### config.mk
export PLATFORM = sky130hd
export DESIGN_NAME = mci_lite_top
export DESIGN_NICKNAME = d
export VERILOG_FILES = /design/src/mci_lite_pkg.sv /design/src/mci_csr.sv /design/src/mci_err_agg.sv /design/src/mci_host_port.sv /design/src/mci_lite_top.sv /design/src/mci_wdt.sv
export SDC_FILE = /design/constraint.sdc
export NUM_CORES = 1
export LEC_CHECK = 0
export ABC_AREA = 1
export BUFFER_PORTS_ARGS = -buffer_cell sky130_fd_sc_hd__buf_4
export CORE_MARGIN = 4
export CORE_UTILIZATION = 57
export CTS_BUF_LIST = sky130_fd_sc_hd__clkbuf_8
export CTS_CLUSTER_SIZE = 24
export DETAILED_ROUTE_END_ITERATION = 10
export PLACE_DENSITY = 0.78
export SETUP_SLACK_MARGIN = 0.02
export SYNTH_ARGS = -nofsm -noshare
export SYNTH_HDL_FRONTEND = slang
export SYNTH_SLANG_ARGS = --single-unit
### constraint.sdc
create_clock -name clk -period 3 [get_ports clk]
set_input_delay 0.6 -clock clk [delete_from_list [all_inputs] [get_ports clk]]
set_output_delay 0.6 -clock clk [all_outputs]
set_load 0.05 [all_outputs]
### src/mci_lite_pkg.sv
package mci_lite_pkg;

    ////////////////////
    // Bus widths
    ////////////////////

    localparam int DATA_W = 32;
    localparam int ADDR_W = 4;

    ////////////////////
    // Register map
    ////////////////////

    // Word addresses seen by the host port
    typedef enum logic [ADDR_W-1:0] {
        WDT_CTRL          = 4'd0,
        WDT_T1_PERIOD     = 4'd1,
        WDT_T2_PERIOD     = 4'd2,
        WDT_STATUS        = 4'd3,
        ERR_FATAL_STS     = 4'd4,
        ERR_NONFATAL_STS  = 4'd5,
        ERR_FATAL_MASK    = 4'd6,
        ERR_NONFATAL_MASK = 4'd7,
        GENERIC_OUT       = 4'd8,
        GENERIC_IN        = 4'd9
    } csr_addr_e;

    // Watchdog control word fields
    typedef struct packed {
        logic [DATA_W-4:0] pad;
        logic              t2_restart;
        logic              t1_restart;
        logic              t1_en;
    } wdt_ctrl_t;

    // Same word seen as fields or as a plain value
    typedef union packed {
        wdt_ctrl_t         ctrl;
        logic [DATA_W-1:0] raw;
    } wdt_ctrl_u;

endpackage

### src/mci_csr.sv
`timescale 1ns/10ps

module mci_csr #(
    parameter int ERR_W = 8,
    parameter int GEN_W = 16
) (
    input  logic                            clk,
    input  logic                            rst_n_i,
    input  logic                            acc_valid_i,
    input  logic                            acc_we_i,
    input  mci_lite_pkg::csr_addr_e         acc_addr_i,
    input  logic [mci_lite_pkg::DATA_W-1:0] acc_wdata_i,
    output logic [mci_lite_pkg::DATA_W-1:0] acc_rdata_o,
    output logic                            t1_en_o,
    output logic                            t1_restart_o,
    output logic                            t2_restart_o,
    output logic [mci_lite_pkg::DATA_W-1:0] t1_period_o,
    output logic [mci_lite_pkg::DATA_W-1:0] t2_period_o,
    output logic                            t1_serviced_o,
    output logic                            t2_serviced_o,
    input  logic                            t1_timeout_i,
    input  logic                            t2_timeout_i,
    output logic                            fatal_clr_o,
    output logic                            nonfatal_clr_o,
    output logic                            fatal_mask_we_o,
    output logic                            nonfatal_mask_we_o,
    output logic [ERR_W-1:0]                err_wdata_o,
    input  logic [ERR_W-1:0]                fatal_sts_i,
    input  logic [ERR_W-1:0]                nonfatal_sts_i,
    input  logic [ERR_W-1:0]                fatal_mask_i,
    input  logic [ERR_W-1:0]                nonfatal_mask_i,
    input  logic [GEN_W-1:0]                generic_in_i,
    output logic [GEN_W-1:0]                generic_out_o
);
    import mci_lite_pkg::*;

    wdt_ctrl_u         wdata_u;
    wdt_ctrl_u         ctrl_rd_u;
    logic              wr_en;
    logic              t1_en_q;
    logic [DATA_W-1:0] t1_period_q;
    logic [DATA_W-1:0] t2_period_q;
    logic [GEN_W-1:0]  gen_out_q;

    assign wdata_u = wdt_ctrl_u'(acc_wdata_i);
    assign wr_en   = acc_valid_i & acc_we_i;

    ////////////////////
    // Write strobes
    ////////////////////

    assign t1_restart_o  = wr_en && (acc_addr_i == WDT_CTRL) && wdata_u.ctrl.t1_restart;
    assign t2_restart_o  = wr_en && (acc_addr_i == WDT_CTRL) && wdata_u.ctrl.t2_restart;
    // W1C of the timeout flags
    assign t1_serviced_o = wr_en && (acc_addr_i == WDT_STATUS) && wdata_u.raw[0];
    assign t2_serviced_o = wr_en && (acc_addr_i == WDT_STATUS) && wdata_u.raw[1];

    assign fatal_clr_o        = wr_en && (acc_addr_i == ERR_FATAL_STS);
    assign nonfatal_clr_o     = wr_en && (acc_addr_i == ERR_NONFATAL_STS);
    assign fatal_mask_we_o    = wr_en && (acc_addr_i == ERR_FATAL_MASK);
    assign nonfatal_mask_we_o = wr_en && (acc_addr_i == ERR_NONFATAL_MASK);
    assign err_wdata_o        = wdata_u.raw[ERR_W-1:0];

    // Local registers
    always_ff @(posedge clk) begin
        if (!rst_n_i) begin
            t1_en_q     <= 1'b0;
            t1_period_q <= '0;
            t2_period_q <= '0;
            gen_out_q   <= '0;
        end else if (wr_en) begin
            case (acc_addr_i)
                WDT_CTRL:      t1_en_q     <= wdata_u.ctrl.t1_en;
                WDT_T1_PERIOD: t1_period_q <= wdata_u.raw;
                WDT_T2_PERIOD: t2_period_q <= wdata_u.raw;
                GENERIC_OUT:   gen_out_q   <= wdata_u.raw[GEN_W-1:0];
                default:       ;
            endcase
        end
    end

    ////////////////////
    // Read mux
    ////////////////////

    always_comb begin
        ctrl_rd_u            = '0;
        ctrl_rd_u.ctrl.t1_en = t1_en_q;
        case (acc_addr_i)
            WDT_CTRL:          acc_rdata_o = ctrl_rd_u.raw;
            WDT_T1_PERIOD:     acc_rdata_o = t1_period_q;
            WDT_T2_PERIOD:     acc_rdata_o = t2_period_q;
            WDT_STATUS:        acc_rdata_o = {{(DATA_W-2){1'b0}}, t2_timeout_i, t1_timeout_i};
            ERR_FATAL_STS:     acc_rdata_o = DATA_W'(fatal_sts_i);
            ERR_NONFATAL_STS:  acc_rdata_o = DATA_W'(nonfatal_sts_i);
            ERR_FATAL_MASK:    acc_rdata_o = DATA_W'(fatal_mask_i);
            ERR_NONFATAL_MASK: acc_rdata_o = DATA_W'(nonfatal_mask_i);
            GENERIC_OUT:       acc_rdata_o = DATA_W'(gen_out_q);
            GENERIC_IN:        acc_rdata_o = DATA_W'(generic_in_i);
            default:           acc_rdata_o = '0;
        endcase
    end

    assign t1_en_o       = t1_en_q;
    assign t1_period_o   = t1_period_q;
    assign t2_period_o   = t2_period_q;
    assign generic_out_o = gen_out_q;

endmodule

### src/mci_err_agg.sv
`timescale 1ns/10ps

module mci_err_agg #(
    parameter int ERR_W = 8
) (
    input  logic             clk,
    input  logic             rst_n_i,
    input  logic [ERR_W-1:0] agg_error_fatal_i,
    input  logic [ERR_W-1:0] agg_error_non_fatal_i,
    input  logic             fatal_clr_i,
    input  logic             nonfatal_clr_i,
    input  logic             fatal_mask_we_i,
    input  logic             nonfatal_mask_we_i,
    input  logic [ERR_W-1:0] err_wdata_i,
    input  logic             t1_timeout_i,
    input  logic             t2_timeout_i,
    output logic [ERR_W-1:0] fatal_sts_o,
    output logic [ERR_W-1:0] nonfatal_sts_o,
    output logic [ERR_W-1:0] fatal_mask_o,
    output logic [ERR_W-1:0] nonfatal_mask_o,
    output logic             all_error_fatal_o,
    output logic             all_error_non_fatal_o,
    output logic             mci_intr_o,
    output logic             nmi_intr_o
);

    logic [ERR_W-1:0] fatal_clr_bits;
    logic [ERR_W-1:0] nonfatal_clr_bits;
    logic             fatal_any;
    logic             nonfatal_any;

    assign fatal_clr_bits    = fatal_clr_i ? err_wdata_i : '0;
    assign nonfatal_clr_bits = nonfatal_clr_i ? err_wdata_i : '0;

    // Sticky status where a new error beats a W1C in the same cycle
    always_ff @(posedge clk) begin
        if (!rst_n_i) begin
            fatal_sts_o     <= '0;
            nonfatal_sts_o  <= '0;
            fatal_mask_o    <= '0;
            nonfatal_mask_o <= '0;
        end else begin
            fatal_sts_o    <= (fatal_sts_o & ~fatal_clr_bits) | agg_error_fatal_i;
            nonfatal_sts_o <= (nonfatal_sts_o & ~nonfatal_clr_bits) | agg_error_non_fatal_i;
            if (fatal_mask_we_i) begin
                fatal_mask_o <= err_wdata_i;
            end
            if (nonfatal_mask_we_i) begin
                nonfatal_mask_o <= err_wdata_i;
            end
        end
    end

    assign fatal_any    = |(fatal_sts_o & ~fatal_mask_o);
    assign nonfatal_any = |(nonfatal_sts_o & ~nonfatal_mask_o);

    ////////////////////
    // Interrupt outputs
    ////////////////////

    always_ff @(posedge clk) begin
        if (!rst_n_i) begin
            all_error_fatal_o     <= 1'b0;
            all_error_non_fatal_o <= 1'b0;
            mci_intr_o            <= 1'b0;
            nmi_intr_o            <= 1'b0;
        end else begin
            all_error_fatal_o     <= fatal_any;
            all_error_non_fatal_o <= nonfatal_any;
            mci_intr_o            <= t1_timeout_i | nonfatal_any;
            nmi_intr_o            <= t2_timeout_i;
        end
    end

endmodule

### src/mci_host_port.sv
`timescale 1ns/10ps

module mci_host_port (
    input  logic                            clk,
    input  logic                            rst_n_i,
    input  logic                            host_req_i,
    input  logic                            host_we_i,
    input  logic [mci_lite_pkg::ADDR_W-1:0] host_addr_i,
    input  logic [mci_lite_pkg::DATA_W-1:0] host_wdata_i,
    output logic                            host_ack_o,
    output logic [mci_lite_pkg::DATA_W-1:0] host_rdata_o,
    output logic                            acc_valid_o,
    output logic                            acc_we_o,
    output mci_lite_pkg::csr_addr_e         acc_addr_o,
    output logic [mci_lite_pkg::DATA_W-1:0] acc_wdata_o,
    input  logic [mci_lite_pkg::DATA_W-1:0] acc_rdata_i
);
    import mci_lite_pkg::*;

    localparam logic [1:0] ST_IDLE   = 2'd0;
    localparam logic [1:0] ST_ACCESS = 2'd1;
    localparam logic [1:0] ST_ACK    = 2'd2;

    logic [1:0] state_q;
    logic [1:0] state_d;

    // Handshake FSM that makes one access per request
    always_comb begin
        state_d = state_q;
        case (state_q)
            ST_IDLE: begin
                if (host_req_i) begin
                    state_d = ST_ACCESS;
                end
            end
            ST_ACCESS: begin
                state_d = ST_ACK;
            end
            ST_ACK: begin
                // Held request just keeps ack up
                if (!host_req_i) begin
                    state_d = ST_IDLE;
                end
            end
            default: begin
                state_d = ST_IDLE;
            end
        endcase
    end

    always_ff @(posedge clk) begin
        if (!rst_n_i) begin
            state_q <= ST_IDLE;
        end else begin
            state_q <= state_d;
        end
    end

    // Read data sampled at the end of the access cycle
    always_ff @(posedge clk) begin
        if (state_q == ST_ACCESS) begin
            host_rdata_o <= acc_rdata_i;
        end
    end

    assign host_ack_o  = (state_q == ST_ACK);
    assign acc_valid_o = (state_q == ST_ACCESS);
    assign acc_we_o    = host_we_i;
    assign acc_addr_o  = csr_addr_e'(host_addr_i);
    assign acc_wdata_o = host_wdata_i;

endmodule

### src/mci_lite_top.sv
`timescale 1ns/10ps

module mci_lite_top #(
    parameter int ERR_W = 8,
    parameter int GEN_W = 16
) (
    input  logic                            clk,
    input  logic                            rst_n_i,
    // Host register port
    input  logic                            host_req_i,
    input  logic                            host_we_i,
    input  logic [mci_lite_pkg::ADDR_W-1:0] host_addr_i,
    input  logic [mci_lite_pkg::DATA_W-1:0] host_wdata_i,
    output logic                            host_ack_o,
    output logic [mci_lite_pkg::DATA_W-1:0] host_rdata_o,
    // SoC error sources
    input  logic [ERR_W-1:0]                agg_error_fatal_i,
    input  logic [ERR_W-1:0]                agg_error_non_fatal_i,
    input  logic [GEN_W-1:0]                mci_generic_input_wires_i,
    output logic [GEN_W-1:0]                mci_generic_output_wires_o,
    output logic                            all_error_fatal_o,
    output logic                            all_error_non_fatal_o,
    output logic                            mci_intr_o,
    output logic                            nmi_intr_o
);
    import mci_lite_pkg::*;

    // Register access
    logic              acc_valid;
    logic              acc_we;
    csr_addr_e         acc_addr;
    logic [DATA_W-1:0] acc_wdata;
    logic [DATA_W-1:0] acc_rdata;

    // Watchdog
    logic              t1_en;
    logic              t1_restart;
    logic              t2_restart;
    logic [DATA_W-1:0] t1_period;
    logic [DATA_W-1:0] t2_period;
    logic              t1_serviced;
    logic              t2_serviced;
    logic              t1_timeout;
    logic              t2_timeout;

    // Error aggregation
    logic              fatal_clr;
    logic              nonfatal_clr;
    logic              fatal_mask_we;
    logic              nonfatal_mask_we;
    logic [ERR_W-1:0]  err_wdata;
    logic [ERR_W-1:0]  fatal_sts;
    logic [ERR_W-1:0]  nonfatal_sts;
    logic [ERR_W-1:0]  fatal_mask;
    logic [ERR_W-1:0]  nonfatal_mask;

    mci_host_port i_host_port (
        .clk,
        .rst_n_i,
        .host_req_i,
        .host_we_i,
        .host_addr_i,
        .host_wdata_i,
        .host_ack_o,
        .host_rdata_o,
        .acc_valid_o (acc_valid),
        .acc_we_o    (acc_we),
        .acc_addr_o  (acc_addr),
        .acc_wdata_o (acc_wdata),
        .acc_rdata_i (acc_rdata)
    );

    mci_csr #(
        .ERR_W (ERR_W),
        .GEN_W (GEN_W)
    ) i_csr (
        .clk,
        .rst_n_i,
        .acc_valid_i        (acc_valid),
        .acc_we_i           (acc_we),
        .acc_addr_i         (acc_addr),
        .acc_wdata_i        (acc_wdata),
        .acc_rdata_o        (acc_rdata),
        .t1_en_o            (t1_en),
        .t1_restart_o       (t1_restart),
        .t2_restart_o       (t2_restart),
        .t1_period_o        (t1_period),
        .t2_period_o        (t2_period),
        .t1_serviced_o      (t1_serviced),
        .t2_serviced_o      (t2_serviced),
        .t1_timeout_i       (t1_timeout),
        .t2_timeout_i       (t2_timeout),
        .fatal_clr_o        (fatal_clr),
        .nonfatal_clr_o     (nonfatal_clr),
        .fatal_mask_we_o    (fatal_mask_we),
        .nonfatal_mask_we_o (nonfatal_mask_we),
        .err_wdata_o        (err_wdata),
        .fatal_sts_i        (fatal_sts),
        .nonfatal_sts_i     (nonfatal_sts),
        .fatal_mask_i       (fatal_mask),
        .nonfatal_mask_i    (nonfatal_mask),
        .generic_in_i       (mci_generic_input_wires_i),
        .generic_out_o      (mci_generic_output_wires_o)
    );

    mci_wdt i_wdt (
        .clk,
        .rst_n_i,
        .t1_en_i       (t1_en),
        .t1_restart_i  (t1_restart),
        .t2_restart_i  (t2_restart),
        .t1_period_i   (t1_period),
        .t2_period_i   (t2_period),
        .t1_serviced_i (t1_serviced),
        .t2_serviced_i (t2_serviced),
        .t1_timeout_o  (t1_timeout),
        .t2_timeout_o  (t2_timeout)
    );

    mci_err_agg #(
        .ERR_W (ERR_W)
    ) i_err_agg (
        .clk,
        .rst_n_i,
        .agg_error_fatal_i,
        .agg_error_non_fatal_i,
        .fatal_clr_i        (fatal_clr),
        .nonfatal_clr_i     (nonfatal_clr),
        .fatal_mask_we_i    (fatal_mask_we),
        .nonfatal_mask_we_i (nonfatal_mask_we),
        .err_wdata_i        (err_wdata),
        .t1_timeout_i       (t1_timeout),
        .t2_timeout_i       (t2_timeout),
        .fatal_sts_o        (fatal_sts),
        .nonfatal_sts_o     (nonfatal_sts),
        .fatal_mask_o       (fatal_mask),
        .nonfatal_mask_o    (nonfatal_mask),
        .all_error_fatal_o,
        .all_error_non_fatal_o,
        .mci_intr_o,
        .nmi_intr_o
    );

endmodule

### src/mci_wdt.sv
`timescale 1ns/10ps

module mci_wdt (
    input  logic                            clk,
    input  logic                            rst_n_i,
    input  logic                            t1_en_i,
    input  logic                            t1_restart_i,
    input  logic                            t2_restart_i,
    input  logic [mci_lite_pkg::DATA_W-1:0] t1_period_i,
    input  logic [mci_lite_pkg::DATA_W-1:0] t2_period_i,
    input  logic                            t1_serviced_i,
    input  logic                            t2_serviced_i,
    output logic                            t1_timeout_o,
    output logic                            t2_timeout_o
);
    import mci_lite_pkg::*;

    logic [DATA_W-1:0] t1_cnt_q;
    logic [DATA_W-1:0] t2_cnt_q;
    logic              t1_timeout_q;
    logic              t2_timeout_q;

    ////////////////////
    // Timer 1
    ////////////////////

    always_ff @(posedge clk) begin
        if (!rst_n_i) begin
            t1_cnt_q     <= '0;
            t1_timeout_q <= 1'b0;
        end else if (t1_serviced_i) begin
            t1_cnt_q     <= '0;
            t1_timeout_q <= 1'b0;
        end else if (t1_restart_i) begin
            t1_cnt_q <= '0;
        end else if (t1_en_i && !t1_timeout_q) begin
            if (t1_cnt_q == t1_period_i) begin
                t1_cnt_q     <= '0;
                t1_timeout_q <= 1'b1;
            end else begin
                t1_cnt_q <= t1_cnt_q + 1'b1;
            end
        end
    end

    ////////////////////
    // Timer 2
    ////////////////////

    // Only runs while timer 1 sits in timeout
    always_ff @(posedge clk) begin
        if (!rst_n_i) begin
            t2_cnt_q     <= '0;
            t2_timeout_q <= 1'b0;
        end else if (t2_serviced_i) begin
            t2_cnt_q     <= '0;
            t2_timeout_q <= 1'b0;
        end else if (t2_restart_i) begin
            t2_cnt_q <= '0;
        end else if (t1_timeout_q && !t2_timeout_q) begin
            if (t2_cnt_q == t2_period_i) begin
                t2_cnt_q     <= '0;
                t2_timeout_q <= 1'b1;
            end else begin
                t2_cnt_q <= t2_cnt_q + 1'b1;
            end
        end
    end

    assign t1_timeout_o = t1_timeout_q;
    assign t2_timeout_o = t2_timeout_q;

endmodule
==> results of run 1 <==
-- power breakdown --
| group | leakage [nW] | switching (mW) | internal, mW |
|---|---|---|---|
| logic | 2.98 | 0.290 | 0.142 |
| clock network | 0.442 | 1.25 | 1.55 |
| registers | 1.80 | 0.0273 | 3.00 |
-- layer usage --
layer	GRT usage [%]	routed length [µm]	part of all wire, %
met5	0	0	0
met4	15.3	1520	4.6
met3	5.93	2900	8.8
met2	52.1	14900	45
met1	41.9	13700	41
-- critical path: cells and delay by family, from the launching register on --
kind | cells | cell delay, ns
AO/OA/AOI/OAI | 1 | 0.15
AND/OR/NAND/NOR | 6 | 1.09
adder cells (fa/ha/maj) | 1 | 0.23
flip-flops | 1 | 0.43
-- state kept, by name, indices dropped and copies added, names as in the netlist, 2 cells and up --
name,cells
i_csr.t1_period_o,32
i_csr.t2_period_o,32
i_host_port.host_rdata_o,32
i_wdt.t1_cnt_q,32
i_wdt.t2_cnt_q,32
i_csr.generic_out_o,16
i_err_agg.fatal_mask_o,8
i_err_agg.fatal_sts_o,8
i_err_agg.nonfatal_mask_o,8
i_err_agg.nonfatal_sts_o,8
i_host_port.state_q,2
-- cells in the mapped netlist --
master | count | share of area, %
sky130_fd_sc_hd__buf_1 | 1 | 0.036
sky130_fd_sc_hd__nor3_1 | 13 | 0.63
sky130_fd_sc_hd__nand2_2 | 3 | 0.18
sky130_fd_sc_hd__nand3_2 | 2 | 0.19
sky130_fd_sc_hd__nor2_4 | 6 | 0.65
sky130_fd_sc_hd__o21bai_1 | 1 | 0.072
sky130_fd_sc_hd__inv_1 | 192 | 6.9
sky130_fd_sc_hd__or2_2 | 1 | 0.060
sky130_fd_sc_hd__xor2_1 | 38 | 3.2
sky130_fd_sc_hd__ha_1 | 2 | 0.24
sky130_fd_sc_hd__nand3b_1 | 4 | 0.29
sky130_fd_sc_hd__buf_6 | 4 | 0.43
sky130_fd_sc_hd__nand4_1 | 26 | 1.6
sky130_fd_sc_hd__nor2_2 | 23 | 1.4
sky130_fd_sc_hd__inv_2 | 4 | 0.14
sky130_fd_sc_hd__o211ai_1 | 1 | 0.072
sky130_fd_sc_hd__xnor2_1 | 30 | 2.5
sky130_fd_sc_hd__a21oi_2 | 1 | 0.084
sky130_fd_sc_hd__nor2_1 | 187 | 6.7
sky130_fd_sc_hd__a31oi_1 | 1 | 0.060
sky130_fd_sc_hd__a21oi_1 | 101 | 4.9
sky130_fd_sc_hd__a22o_1 | 7 | 0.59
sky130_fd_sc_hd__dfxtp_1 | 185 | 36
sky130_fd_sc_hd__o21bai_4 | 1 | 0.18
sky130_fd_sc_hd__nand3_1 | 50 | 2.4
sky130_fd_sc_hd__nand2_4 | 1 | 0.11
sky130_fd_sc_hd__buf_2 | 10 | 0.48
sky130_fd_sc_hd__edfxtp_1 | 32 | 9.2
sky130_fd_sc_hd__nor3_2 | 1 | 0.096
sky130_fd_sc_hd__o21ai_0 | 141 | 6.8
sky130_fd_sc_hd__clkbuf_1 | 28 | 1.0
sky130_fd_sc_hd__a221oi_1 | 8 | 0.67
sky130_fd_sc_hd__o22ai_1 | 23 | 1.4
sky130_fd_sc_hd__o2111ai_1 | 7 | 0.59
sky130_fd_sc_hd__nand2_1 | 289 | 10
sky130_fd_sc_hd__clkinv_1 | 1 | 0.036
sky130_fd_sc_hd__a211oi_1 | 1 | 0.072
-- worst paths after layout --
path                            cells after the start  slack, ns                                start                                   to
worst max-delay path                                8       0.99       i_wdt.t2_cnt_q[0]$_SDFFE_PP0P_      i_wdt.t2_cnt_q[16]$_SDFFE_PP0P_
worst min-delay path                                3       0.31                 agg_error_fatal_i[4]  i_err_agg.fatal_sts_o[4]$_SDFF_PN0_
worst max register to register                      8       0.99       i_wdt.t2_cnt_q[0]$_SDFFE_PP0P_      i_wdt.t2_cnt_q[16]$_SDFFE_PP0P_
worst min register to register                      1       0.41  i_host_port.state_q[1]$_SDFFE_PN0P_  i_host_port.state_q[0]$_SDFFE_PN0P_
-- stage by stage --
step | worst slack [ns] | power, mW
CTS | 1.02 | 6.29
detailed placement | 0.788 | 3.51
global placement | 0.809 | 3.51
finish | 0.988 | 6.26
floorplan | 1.26 | 3.31
global route | 0.805 | 6.45
-- kinds of logic (layout without fill, tap and decap cells) --
logic type / count (synthesis) / in the layout
AOI/OAI and AO/OA: 293 / 293
buffers and inverters: 240 / 399
and+or+nand+nor: 606 / 606
DFF: 217 / 217
xor gates and xnor gates: 68 / 68
adders and majority gates: 2 / 2
-- layout make-up --
cell class | instances | area, µm² | share of cell area, %
clock inverter | 19 | 110 | 0.897
inverter | 197 | 739 | 6.02
clock buffer | 49 | 674 | 5.49
sequential | 217 | 4660 | 38.0
multi-input combinational | 969 | 4800 | 39.1
tap | 229 | 287 | 2.33
timing repair buffer | 134 | 1010 | 8.19
==> flow_results.xml, run 1 <==
<?xml version="1.0" encoding="UTF-8"?>
<metrics>
  <group name="global_route">
    <metric name="antenna_found_initial" unit="">0</metric>
    <metric name="globalRouteOverflowTotal" unit="">0</metric>
    <metric name="grt_first_pass_wirelength" unit="mm">51.6</metric>
    <metric name="grt_use_total" unit="%">32.2</metric>
    <metric name="grt_start_max_net_pins" unit="">97</metric>
    <metric name="first_global_vias" unit="">9725</metric>
  </group>
  <group name="sta">
    <metric name="max_slew.worst_pin.slew" unit="ns">0.855</metric>
    <metric name="layout_min_cycle_time" unit="ns">2.01</metric>
    <metric name="fmaxAchievable" unit="MHz">497</metric>
    <metric name="worst_clock_skew" unit="ns">0.0126</metric>
    <metric name="hold_worst_slack" unit="ns">0.307</metric>
    <metric name="total_negative_setup_slack" unit="ns">0</metric>
    <metric name="final_hold_viol_count" unit="">0</metric>
    <metric name="rsz0062_at_grt" unit="">no</metric>
    <metric name="relSlewSlack" unit="%">43.0</metric>
    <metric name="maxSlewViolCount" unit="">0</metric>
    <metric name="setup_viol" unit="">0</metric>
    <metric name="min_period_over_period" unit="%">67.1</metric>
  </group>
  <group name="finish">
    <metric name="diodes" unit="">0</metric>
    <metric name="layout-area-overhead-vs-synth" unit="%">18.0</metric>
    <metric name="final_cell_mix" unit="">289 x sky130_fd_sc_hd__nand2_1, 201 x sky130_fd_sc_hd__inv_1, 187 x sky130_fd_sc_hd__nor2_1, 185 x sky130_fd_sc_hd__dfxtp_1, 141 x sky130_fd_sc_hd__o21ai_0</metric>
    <metric name="fill_cells" unit="">1578</metric>
    <metric name="layout.nets" unit="">1630</metric>
    <metric name="stdcell_area" unit="µm²">12300</metric>
    <metric name="final_layout_size_suffix_gt1_share" unit="%">14.8</metric>
    <metric name="post_layout_instance_count_excluding_filler_cells" unit="">1814</metric>
    <metric name="mostFrequentLayoutCell" unit="">sky130_fd_sc_hd__nand2_1</metric>
    <metric name="final_core_utilization" unit="%">68.3</metric>
  </group>
  <group name="logic_synthesis">
    <metric name="combinational_family_with_the_most_area_after_synthesis" unit="">simple AND/OR/NAND/NOR gates</metric>
    <metric name="yosysWarnings" unit="">0</metric>
    <metric name="synth_seq_cells" unit="">217</metric>
    <metric name="yosys.cell_types.count" unit="">37</metric>
    <metric name="synth.cell_area" unit="µm²">10400</metric>
    <metric name="adder_cell_area_share_of_the_yosys_netlist" unit="%">0.241</metric>
    <metric name="post_synth.cell_area_avg" unit="µm²">7.30</metric>
    <metric name="xor_xnor_share_of_the_synthesized_area" unit="%">5.72</metric>
    <metric name="syn-num-nets" unit="">1500</metric>
    <metric name="synth_sequential_area_ratio" unit="%">44.8</metric>
    <metric name="basic_gate_share_of_the_synthesized_area_counting_and_or_nand_and_nor_cells" unit="%">24.7</metric>
    <metric name="muxShareOfSynthArea" unit="%">0</metric>
    <metric name="post_synth_inst_count" unit="">1426</metric>
    <metric name="synth_compound_area_share" unit="%">15.4</metric>
  </group>
  <group name="routing">
    <metric name="drcViolationCount" unit="">0</metric>
    <metric name="drt-initial-drc-count" unit="">819</metric>
    <metric name="viasPerCell" unit="">5.55</metric>
    <metric name="wl" unit="mm">33.0</metric>
    <metric name="drtAntennaViolNets" unit="">0</metric>
    <metric name="drt_pre_antenna_iters" unit="">6</metric>
    <metric name="wl_per_cell" unit="µm">18.2</metric>
    <metric name="vias" unit="">10065</metric>
  </group>
  <group name="worst_setup_path">
    <metric name="worst_ep_required" unit="ns">3.42</metric>
    <metric name="cp_slowest_cell" unit="">sky130_fd_sc_hd__dfxtp_1</metric>
    <metric name="path_class" unit="">reg2reg</metric>
    <metric name="worst-endpoint-arrival" unit="ns">2.43</metric>
    <metric name="cp-start-kind" unit="">flop</metric>
    <metric name="worst_setup_path_end_kind" unit="">flop</metric>
    <metric name="path_cells" unit="">ha_1 &gt; nand3_1 &gt; nor2_1 &gt; nand2_1 &gt; nor2_1 &gt; nand3_1 &gt; o22ai_1 &gt; nor2_1</metric>
    <metric name="path_max_fanout" unit="">5</metric>
    <metric name="critical_path.most_common_cell" unit="">sky130_fd_sc_hd__nor2_1</metric>
    <metric name="worst_path_largest_cell_delay" unit="ns">0.43</metric>
  </group>
  <group name="placed_design">
    <metric name="detailed_place.area" unit="µm²">11500</metric>
    <metric name="place.port_buffers" unit="">124</metric>
    <metric name="gp_congestion" unit="">1.02</metric>
    <metric name="dpl.cell_count" unit="">1746</metric>
    <metric name="detailed_place_hpwl" unit="mm">24.5</metric>
  </group>
  <group name="clock_network">
    <metric name="buffers_from_clock_root_to_sink_at_most" unit="">3</metric>
    <metric name="cts_buffers" unit="">37</metric>
    <metric name="worstSkewPairLatency" unit="ns">0.54</metric>
    <metric name="clock_slew_at_reported_path_ffs" unit="ns">0.06</metric>
    <metric name="tritoncts" unit="">built</metric>
    <metric name="cts.repair_timing.setup_buffer_count" unit="">0</metric>
    <metric name="cts_htree_levels" unit="">2</metric>
    <metric name="cts-hold-fix-buffers" unit="">0</metric>
    <metric name="clkSinkCount" unit="">217</metric>
    <metric name="cts-root-buf" unit="">sky130_fd_sc_hd__clkbuf_8</metric>
    <metric name="cts.repair.resized" unit="">0</metric>
  </group>
  <group name="floorplan">
    <metric name="dieHeight" unit="µm">143</metric>
    <metric name="core" unit="µm²">18000</metric>
    <metric name="effective_utilization_at_floorplan" unit="%">57.9</metric>
    <metric name="placementRows" unit="">49</metric>
    <metric name="die_w" unit="µm">143</metric>
    <metric name="boundaryPins" unit="">125</metric>
    <metric name="die_area" unit="µm²">20500</metric>
  </group>
  <group name="power">
    <metric name="cellPowerDensity" unit="nW/µm²">510</metric>
    <metric name="cellLeakagePower" unit="nW">5.22</metric>
    <metric name="vdd.ir_drop.worst" unit="V">0.000415</metric>
  </group>
  <group name="flow_run">
    <metric name="max_cap_viol_count" unit="">0</metric>
  </group>
  <group name="run_status">
    <metric name="outcome" unit="">finished, final reports clean</metric>
  </group>
  <group name="hold_path">
    <metric name="holdCritPathClass" unit="">in2reg</metric>
  </group>
</metrics>
Note: power is estimated with default switching activity, not from simulation.
==> run 2, diff against run 1 <==
--- a/config.mk
+++ b/config.mk
@@ -8,11 +8,11 @@
 export ABC_AREA = 1
 export BUFFER_PORTS_ARGS = -buffer_cell sky130_fd_sc_hd__buf_4
 export CORE_MARGIN = 4
-export CORE_UTILIZATION = 57
+export CORE_UTILIZATION = 55
 export CTS_BUF_LIST = sky130_fd_sc_hd__clkbuf_8
 export CTS_CLUSTER_SIZE = 24
 export DETAILED_ROUTE_END_ITERATION = 10
-export PLACE_DENSITY = 0.78
+export PLACE_DENSITY = 0.79
 export SETUP_SLACK_MARGIN = 0.02
 export SYNTH_ARGS = -nofsm -noshare
 export SYNTH_HDL_FRONTEND = slang
==> constraint.sdc (replaced) <==
create_clock -name clk -period 1.75 [get_ports clk]
set_input_delay 0.35 -clock clk [delete_from_list [all_inputs] [get_ports clk]]
set_output_delay 0.35 -clock clk [all_outputs]
set_load 0.05 [all_outputs]
==> run 2 against run 1 <==
- worst hold slack got worse by 0.25 ns
- clock skew up 0.014 ns
- first-iteration DRC count up 6.0%
- final cell count grew 3.5%
- flip-flop and latch count did not move
- utilization up 1.6 points
- clock-buffer cell count shrank 6
- total power increased by 73%
- largest cell class unchanged
- maximum frequency up 18%
- global-route usage fell by 1.2 points
- sequential share of layout area is 1.9 points lower
- combinational power increased by 90%
==> flow_results.xml, run 2 (synthesis results as in run 1) <==
<?xml version="1.0" encoding="UTF-8"?>
<metrics>
  <group name="worst_setup_path">
    <metric name="path_class" unit="">reg2reg</metric>
    <metric name="combined_buffer_and_inverter_count_along_the_critical_path" unit="">2</metric>
    <metric name="cp_slowest_cell" unit="">sky130_fd_sc_hd__dfxtp_4</metric>
    <metric name="path_max_fanout" unit="">8</metric>
    <metric name="cp-start-kind" unit="">flop</metric>
    <metric name="path_cells" unit="">buf_6 &gt; nand2_1 &gt; nand2_1 &gt; nor2_2 &gt; nand2_1 &gt; nor2_2 &gt; nand3_2 &gt; o21bai_4 &gt; clkbuf_16 &gt; nor2_1</metric>
    <metric name="critical_path.most_common_cell" unit="">sky130_fd_sc_hd__nand2_1</metric>
    <metric name="r2r_slack" unit="ns">0.05</metric>
    <metric name="timing.rr.start" unit="">i_wdt.t2_cnt_q[0]$_SDFFE_PP0P_</metric>
    <metric name="worst-endpoint-arrival" unit="ns">2.12</metric>
    <metric name="worst_setup_path_end_kind" unit="">flop</metric>
    <metric name="crit_family" unit="">simple AND/OR/NAND/NOR gates</metric>
    <metric name="worst_ep_required" unit="ns">2.16</metric>
    <metric name="critical_path.startpoint" unit="">i_wdt.t2_cnt_q[0]$_SDFFE_PP0P_</metric>
    <metric name="worst_path_largest_cell_delay" unit="ns">0.36</metric>
  </group>
  <group name="finish">
    <metric name="final_cell_mix" unit="">283 x sky130_fd_sc_hd__nand2_1, 197 x sky130_fd_sc_hd__inv_1, 179 x sky130_fd_sc_hd__nor2_1, 175 x sky130_fd_sc_hd__buf_4, 160 x sky130_fd_sc_hd__dfxtp_1</metric>
    <metric name="post_layout_instance_count_excluding_filler_cells" unit="">1878</metric>
    <metric name="diodes" unit="">0</metric>
    <metric name="layout-area-overhead-vs-synth" unit="%">25.4</metric>
    <metric name="final_core_utilization" unit="%">70.0</metric>
    <metric name="final_layout_size_suffix_gt1_share" unit="%">21.0</metric>
    <metric name="fill_cells" unit="">1556</metric>
    <metric name="layout.nets" unit="">1688</metric>
    <metric name="mostFrequentLayoutCell" unit="">sky130_fd_sc_hd__nand2_1</metric>
  </group>
  <group name="clock_network">
    <metric name="worstSkewPairLatency" unit="ns">0.55</metric>
    <metric name="clkSinkCount" unit="">217</metric>
    <metric name="cts-root-buf" unit="">sky130_fd_sc_hd__clkbuf_8</metric>
    <metric name="cts-hold-fix-buffers" unit="">0</metric>
    <metric name="tritoncts" unit="">built</metric>
    <metric name="clock_slew_at_reported_path_ffs" unit="ns">0.06</metric>
    <metric name="cts_htree_levels" unit="">2</metric>
    <metric name="buffers_from_clock_root_to_sink_at_most" unit="">3</metric>
    <metric name="cts_buffers" unit="">38</metric>
  </group>
  <group name="floorplan">
    <metric name="die_w" unit="µm">146</metric>
    <metric name="effective_utilization_at_floorplan" unit="%">55.8</metric>
    <metric name="placementRows" unit="">50</metric>
    <metric name="dieHeight" unit="µm">146</metric>
    <metric name="die_area" unit="µm²">21200</metric>
    <metric name="boundaryPins" unit="">125</metric>
    <metric name="core" unit="µm²">18600</metric>
  </group>
  <group name="power">
    <metric name="cellPowerDensity" unit="nW/µm²">830</metric>
    <metric name="cellLeakagePower" unit="nW">5.61</metric>
    <metric name="vdd.ir_drop.worst" unit="V">0.000645</metric>
  </group>
  <group name="routing">
    <metric name="top_layer_used" unit="">met4</metric>
    <metric name="drt-initial-drc-count" unit="">868</metric>
    <metric name="drtAntennaViolNets" unit="">0</metric>
    <metric name="wl_per_cell" unit="µm">18.0</metric>
    <metric name="wl_met3" unit="mm">2.47</metric>
    <metric name="wirelength_met1" unit="mm">13.7</metric>
    <metric name="drt_pre_antenna_iters" unit="">8</metric>
    <metric name="wl" unit="mm">33.8</metric>
    <metric name="viasPerCell" unit="">5.46</metric>
    <metric name="vias" unit="">10250</metric>
    <metric name="drcViolationCount" unit="">0</metric>
    <metric name="dr_wl_met2" unit="mm">16.4</metric>
  </group>
  <group name="global_route">
    <metric name="grt_start_max_net_pins" unit="">57</metric>
    <metric name="antenna_found_initial" unit="">0</metric>
    <metric name="grt_use_total" unit="%">31.0</metric>
    <metric name="first_global_vias" unit="">9934</metric>
    <metric name="grt_first_pass_wirelength" unit="mm">52.7</metric>
    <metric name="globalRouteOverflowTotal" unit="">0</metric>
  </group>
  <group name="sta">
    <metric name="layout_min_cycle_time" unit="ns">1.70</metric>
    <metric name="min_period_over_period" unit="%">97.3</metric>
    <metric name="worst_clock_skew" unit="ns">0.0269</metric>
    <metric name="rsz0062_at_grt" unit="">yes</metric>
    <metric name="maxSlewViolCount" unit="">0</metric>
    <metric name="setup_viol" unit="">0</metric>
    <metric name="final_hold_viol_count" unit="">0</metric>
    <metric name="total_negative_setup_slack" unit="ns">0</metric>
    <metric name="fmaxAchievable" unit="MHz">587</metric>
    <metric name="relSlewSlack" unit="%">56.5</metric>
    <metric name="max_slew.worst_pin.slew" unit="ns">0.652</metric>
  </group>
  <group name="run_status">
    <metric name="outcome" unit="">finished, final reports clean</metric>
  </group>
  <group name="placed_design">
    <metric name="place.port_buffers" unit="">124</metric>
    <metric name="gp_congestion" unit="">1.03</metric>
    <metric name="detailed_place_hpwl" unit="mm">25.4</metric>
    <metric name="dpl.cell_count" unit="">1803</metric>
  </group>
  <group name="hold_path">
    <metric name="holdCritPathClass" unit="">in2reg</metric>
    <metric name="worstHoldStart" unit="">agg_error_fatal_i[3]</metric>
  </group>
  <group name="flow_run">
    <metric name="max_cap_viol_count" unit="">0</metric>
  </group>
</metrics>
run 2: timing repair:
action,4_1_cts,5_1_grt
pin swaps,0,15
resized for setup,4,78
endpoints found under the setup margin,7,114
cloned,0,1
buffers inserted,0,4
run 2: worst paths after layout:
path,to,cells after the start
setup / recovery,i_wdt.t2_cnt_q[13]$_SDFFE_PP0P_,10
hold / removal,i_err_agg.fatal_sts_o[3]$_SDFF_PN0_,3
setup reg to reg,i_wdt.t2_cnt_q[13]$_SDFFE_PP0P_,10
hold reg to reg,i_host_port.state_q[0]$_SDFFE_PN0P_,1
run 2: layer usage:
metal,GRT usage [%],up-vias
met3,5.17,81
met1,39.2,4677
met4,12.9,0
met2,52.9,483
li1,-,5009
met5,0,-
run 2: layout make-up:
cell class	count	area, µm²	area share [%]
inverter	197	744	5.71
tap	234	293	2.24
multi-input combinational	969	4900	37.6
sequential	217	4710	36.1
clock buffer	43	592	4.54
timing repair buffer	191	1600	12.3
clock inverter	27	199	1.53
run 2: worst register-to-register path, cell delays in order, from the launching register on:
cell and delay (ns):
sky130_fd_sc_hd__dfxtp_4 0.36, sky130_fd_sc_hd__buf_6 0.12, sky130_fd_sc_hd__nand2_1 0.06, sky130_fd_sc_hd__nand2_1 0.06, sky130_fd_sc_hd__nor2_2 0.11, sky130_fd_sc_hd__nand2_1 0.07, sky130_fd_sc_hd__nor2_2 0.09, sky130_fd_sc_hd__nand3_2 0.12
sky130_fd_sc_hd__o21bai_4 0.32, sky130_fd_sc_hd__clkbuf_16 0.23, sky130_fd_sc_hd__nor2_1 0.05
run 2: through the flow:
stage	power [mW]	worst slack, ns	cell area (µm²)	hold slack [ns]
3_5_place_dp	6.07	-0.0546	12000	0.406
3_3_place_gp	6.06	-0.0582	12000	0.400
6_report	10.8	0.0470	13000	0.0531
2_1_floorplan	5.68	0.252	10400	0.395
5_1_grt	11.2	-0.0348	13000	0.0417
4_1_cts	10.9	0.0282	12800	0.0335
run 2: report_power, final:
part / total, mW / switching [mW] / internal (mW) / leakage, nW
clock: 4.84 / 2.13 / 2.71 / 0.450
combinational: 0.817 / 0.516 / 0.302 / 3.35
sequential: 5.18 / 0.0458 / 5.13 / 1.82
total: 10.8 / 2.69 / 8.14 / 5.61
==> run 3, diff against run 2 <==
--- a/config.mk
+++ b/config.mk
@@ -8,11 +8,11 @@
 export ABC_AREA = 1
 export BUFFER_PORTS_ARGS = -buffer_cell sky130_fd_sc_hd__buf_4
 export CORE_MARGIN = 4
-export CORE_UTILIZATION = 55
+export CORE_UTILIZATION = 26
 export CTS_BUF_LIST = sky130_fd_sc_hd__clkbuf_8
 export CTS_CLUSTER_SIZE = 24
 export DETAILED_ROUTE_END_ITERATION = 10
-export PLACE_DENSITY = 0.79
+export GPL_TIMING_DRIVEN = 0
 export SETUP_SLACK_MARGIN = 0.02
 export SYNTH_ARGS = -nofsm -noshare
 export SYNTH_HDL_FRONTEND = slang
==> run 3 against run 2 <==
- the run now ends with setup timing left
- clock skew is 0.0057 ns higher
- total power is 0.63% lower
- maximum frequency is 2.7% lower
- sequential share of layout area is 0.68 points lower
- critical endpoint is now i_wdt.t2_cnt_q[17]$_SDFFE_PP0P_
==> flow_results.xml, run 3 (synthesis results as in run 1) <==
<?xml version="1.0" encoding="UTF-8"?>
<metrics>
  <group name="placed_design">
    <metric name="place.port_buffers" unit="">124</metric>
    <metric name="place_ws" unit="ns">-0.564</metric>
    <metric name="detailed_place_hpwl" unit="mm">29.5</metric>
    <metric name="dpl.cell_count" unit="">2075</metric>
    <metric name="gp_congestion" unit="">0.921</metric>
  </group>
  <group name="worst_setup_path">
    <metric name="path_class" unit="">reg2reg</metric>
    <metric name="timing.rr.start" unit="">i_wdt.t2_cnt_q[18]$_SDFFE_PP0P_</metric>
    <metric name="rr_endpoint" unit="">i_wdt.t2_cnt_q[17]$_SDFFE_PP0P_</metric>
    <metric name="worst-endpoint-arrival" unit="ns">2.20</metric>
    <metric name="worst_path_largest_cell_delay" unit="ns">0.49</metric>
    <metric name="combined_buffer_and_inverter_count_along_the_critical_path" unit="">2</metric>
    <metric name="cp_slowest_cell" unit="">sky130_fd_sc_hd__dfxtp_1</metric>
    <metric name="critical_path.most_common_cell" unit="">sky130_fd_sc_hd__nor2_2</metric>
    <metric name="path_max_fanout" unit="">5</metric>
    <metric name="cp-start-kind" unit="">flop</metric>
    <metric name="timing.reg2reg.worst_path_depth" unit="">8</metric>
    <metric name="r2r_slack" unit="ns">-0.001</metric>
    <metric name="worst_setup_path_end_kind" unit="">flop</metric>
    <metric name="path_cells" unit="">or2_2 &gt; nand4_1 &gt; nor2_2 &gt; nand3_4 &gt; o21bai_4 &gt; buf_12 &gt; clkbuf_16 &gt; nor2_2</metric>
    <metric name="crit_family" unit="">simple AND/OR/NAND/NOR gates</metric>
    <metric name="worst_ep_required" unit="ns">2.20</metric>
  </group>
  <group name="sta">
    <metric name="max_slew.worst_pin.slew" unit="ns">0.811</metric>
    <metric name="layout_min_cycle_time" unit="ns">1.75</metric>
    <metric name="hold_worst_slack" unit="ns">0.0429</metric>
    <metric name="total_negative_setup_slack" unit="ns">-0.00101</metric>
    <metric name="fmaxAchievable" unit="MHz">571</metric>
    <metric name="final.setup.worst_slack" unit="ns">-0.00101</metric>
    <metric name="relSlewSlack" unit="%">45.8</metric>
    <metric name="maxSlewViolCount" unit="">0</metric>
    <metric name="worst_clock_skew" unit="ns">0.0325</metric>
    <metric name="final_hold_viol_count" unit="">0</metric>
    <metric name="setup_viol" unit="">1</metric>
    <metric name="rsz0062_at_grt" unit="">yes</metric>
    <metric name="min_period_over_period" unit="%">100</metric>
  </group>
  <group name="finish">
    <metric name="layout-area-overhead-vs-synth" unit="%">28.7</metric>
    <metric name="post_layout_instance_count_excluding_filler_cells" unit="">2161</metric>
    <metric name="mostFrequentLayoutCell" unit="">sky130_fd_sc_hd__nand2_1</metric>
    <metric name="final_layout_size_suffix_gt1_share" unit="%">23.2</metric>
    <metric name="layout.nets" unit="">1684</metric>
    <metric name="diodes" unit="">0</metric>
    <metric name="final_cell_mix" unit="">278 x sky130_fd_sc_hd__nand2_1, 186 x sky130_fd_sc_hd__inv_1, 157 x sky130_fd_sc_hd__nor2_1, 144 x sky130_fd_sc_hd__dfxtp_1, 142 x sky130_fd_sc_hd__buf_4</metric>
  </group>
  <group name="clock_network">
    <metric name="cts_htree_levels" unit="">2</metric>
    <metric name="cts_buffers" unit="">39</metric>
    <metric name="worstSkewPairLatency" unit="ns">0.56</metric>
    <metric name="tritoncts" unit="">built</metric>
    <metric name="clock_slew_at_reported_path_ffs" unit="ns">0.06</metric>
    <metric name="cts-root-buf" unit="">sky130_fd_sc_hd__clkbuf_8</metric>
    <metric name="clkSinkCount" unit="">217</metric>
    <metric name="buffers_from_clock_root_to_sink_at_most" unit="">3</metric>
  </group>
  <group name="run_status">
    <metric name="outcome" unit="">complete, but fails checks</metric>
    <metric name="failed_checks" unit="">setup timing</metric>
  </group>
  <group name="routing">
    <metric name="wl_per_cell" unit="µm">17.7</metric>
    <metric name="vias" unit="">10302</metric>
    <metric name="drtAntennaViolNets" unit="">0</metric>
    <metric name="drt_pre_antenna_iters" unit="">6</metric>
    <metric name="viasPerCell" unit="">4.77</metric>
    <metric name="drt-initial-drc-count" unit="">843</metric>
    <metric name="drcViolationCount" unit="">0</metric>
    <metric name="wl" unit="mm">38.3</metric>
  </group>
  <group name="hold_path">
    <metric name="timing.hold.worst_endpoint" unit="">i_csr.t2_period_o[26]$_SDFFE_PN0P_</metric>
    <metric name="worstHoldStart" unit="">host_wdata_i[26]</metric>
    <metric name="hold_path_depth" unit="">3</metric>
    <metric name="holdCritPathClass" unit="">in2reg</metric>
  </group>
  <group name="global_route">
    <metric name="grt_first_pass_wirelength" unit="mm">57.2</metric>
    <metric name="first_global_vias" unit="">9723</metric>
    <metric name="grt_start_max_net_pins" unit="">33</metric>
    <metric name="globalRouteOverflowTotal" unit="">0</metric>
    <metric name="grt_use_total" unit="%">16.8</metric>
    <metric name="antenna_found_initial" unit="">1</metric>
  </group>
  <group name="floorplan">
    <metric name="effective_utilization_at_floorplan" unit="%">26.2</metric>
    <metric name="die_w" unit="µm">208</metric>
    <metric name="die_area" unit="µm²">43300</metric>
    <metric name="dieHeight" unit="µm">208</metric>
    <metric name="boundaryPins" unit="">125</metric>
    <metric name="placementRows" unit="">73</metric>
    <metric name="core" unit="µm²">39600</metric>
  </group>
  <group name="power">
    <metric name="vdd.ir_drop.worst" unit="V">0.000446</metric>
    <metric name="cellLeakagePower" unit="nW">5.52</metric>
    <metric name="finalPower" unit="mW">10.8</metric>
    <metric name="cellPowerDensity" unit="nW/µm²">804</metric>
  </group>
  <group name="flow_run">
    <metric name="max_cap_viol_count" unit="">0</metric>
  </group>
</metrics>
-- run 3: how the worst max path moves through the flow --
stage | endpoint | depth (start not counted) | startpoint | slack, ns
4_1_cts | i_wdt.t1_cnt_q[8]$_SDFFE_PP0P_ | 10 | i_wdt.t1_cnt_q[17]$_SDFFE_PP0P_ | -0.04
3_3_place_gp | i_host_port.host_rdata_o[15]$_DFFE_PN_ | 8 | host_addr_i[1] | -0.58
3_5_place_dp | i_host_port.host_rdata_o[15]$_DFFE_PN_ | 8 | host_addr_i[1] | -0.56
2_1_floorplan | i_wdt.t2_cnt_q[16]$_SDFFE_PP0P_ | 8 | i_wdt.t2_cnt_q[0]$_SDFFE_PP0P_ | 0.25
6_report | i_wdt.t2_cnt_q[17]$_SDFFE_PP0P_ | 8 | i_wdt.t2_cnt_q[18]$_SDFFE_PP0P_ | -0.001
5_1_grt | i_wdt.t2_cnt_q[17]$_SDFFE_PP0P_ | 11 | i_wdt.t2_cnt_q[11]$_SDFFE_PP0P_ | -0.07
-- run 3: what timing repair did --
action,CTS,global route
resized for setup,31,149
pin swaps,3,21
cloned,1,2
endpoints found under the setup margin,108,110
hold buffers,0,0
buffers inserted,2,17
-- run 3: per-layer routing --
metal | routed length [µm] | track usage [%] | vias to the layer above
met5 | 13 | 0 | -
met4 | 1240 | 5.82 | 2
met3 | 2810 | 3.48 | 70
met2 | 16900 | 25.9 | 408
met1 | 17400 | 23.5 | 4822
li1 | - | - | 5000
-- run 3: where the power goes --
| group | total, mW | internal, mW | switching, mW |
|---|---|---|---|
| registers | 5.16 | 5.12 | 0.0415 |
| logic | 0.855 | 0.295 | 0.560 |
| clock network | 4.74 | 2.54 | 2.21 |
-- run 3: tightest hold or removal path, stage by stage --
cell and delay, ns:
sky130_fd_sc_hd__buf_4 0.09, sky130_fd_sc_hd__nor2_1 0.04, sky130_fd_sc_hd__nor2_1 0.08
-- run 3: through the flow --
stage | util [%] | instance area, µm²
2_1_floorplan | - | 10400
3_3_place_gp | 30.3 | 12000
3_5_place_dp | 30.3 | 12000
4_1_cts | 32.5 | 12900
5_1_grt | 33.8 | 13400
6_report | 33.8 | 13400
-- run 3: area by class of cell --
cell class                 count  area [µm²]
sequential                   217        4740
tap                          525         657
buffer                        40         240
timing repair buffer         146        1180
inverter                     197         751
fill                        4264       26300
multi-input combinational    969        5070
clock buffer                  46         633
clock inverter                21         120
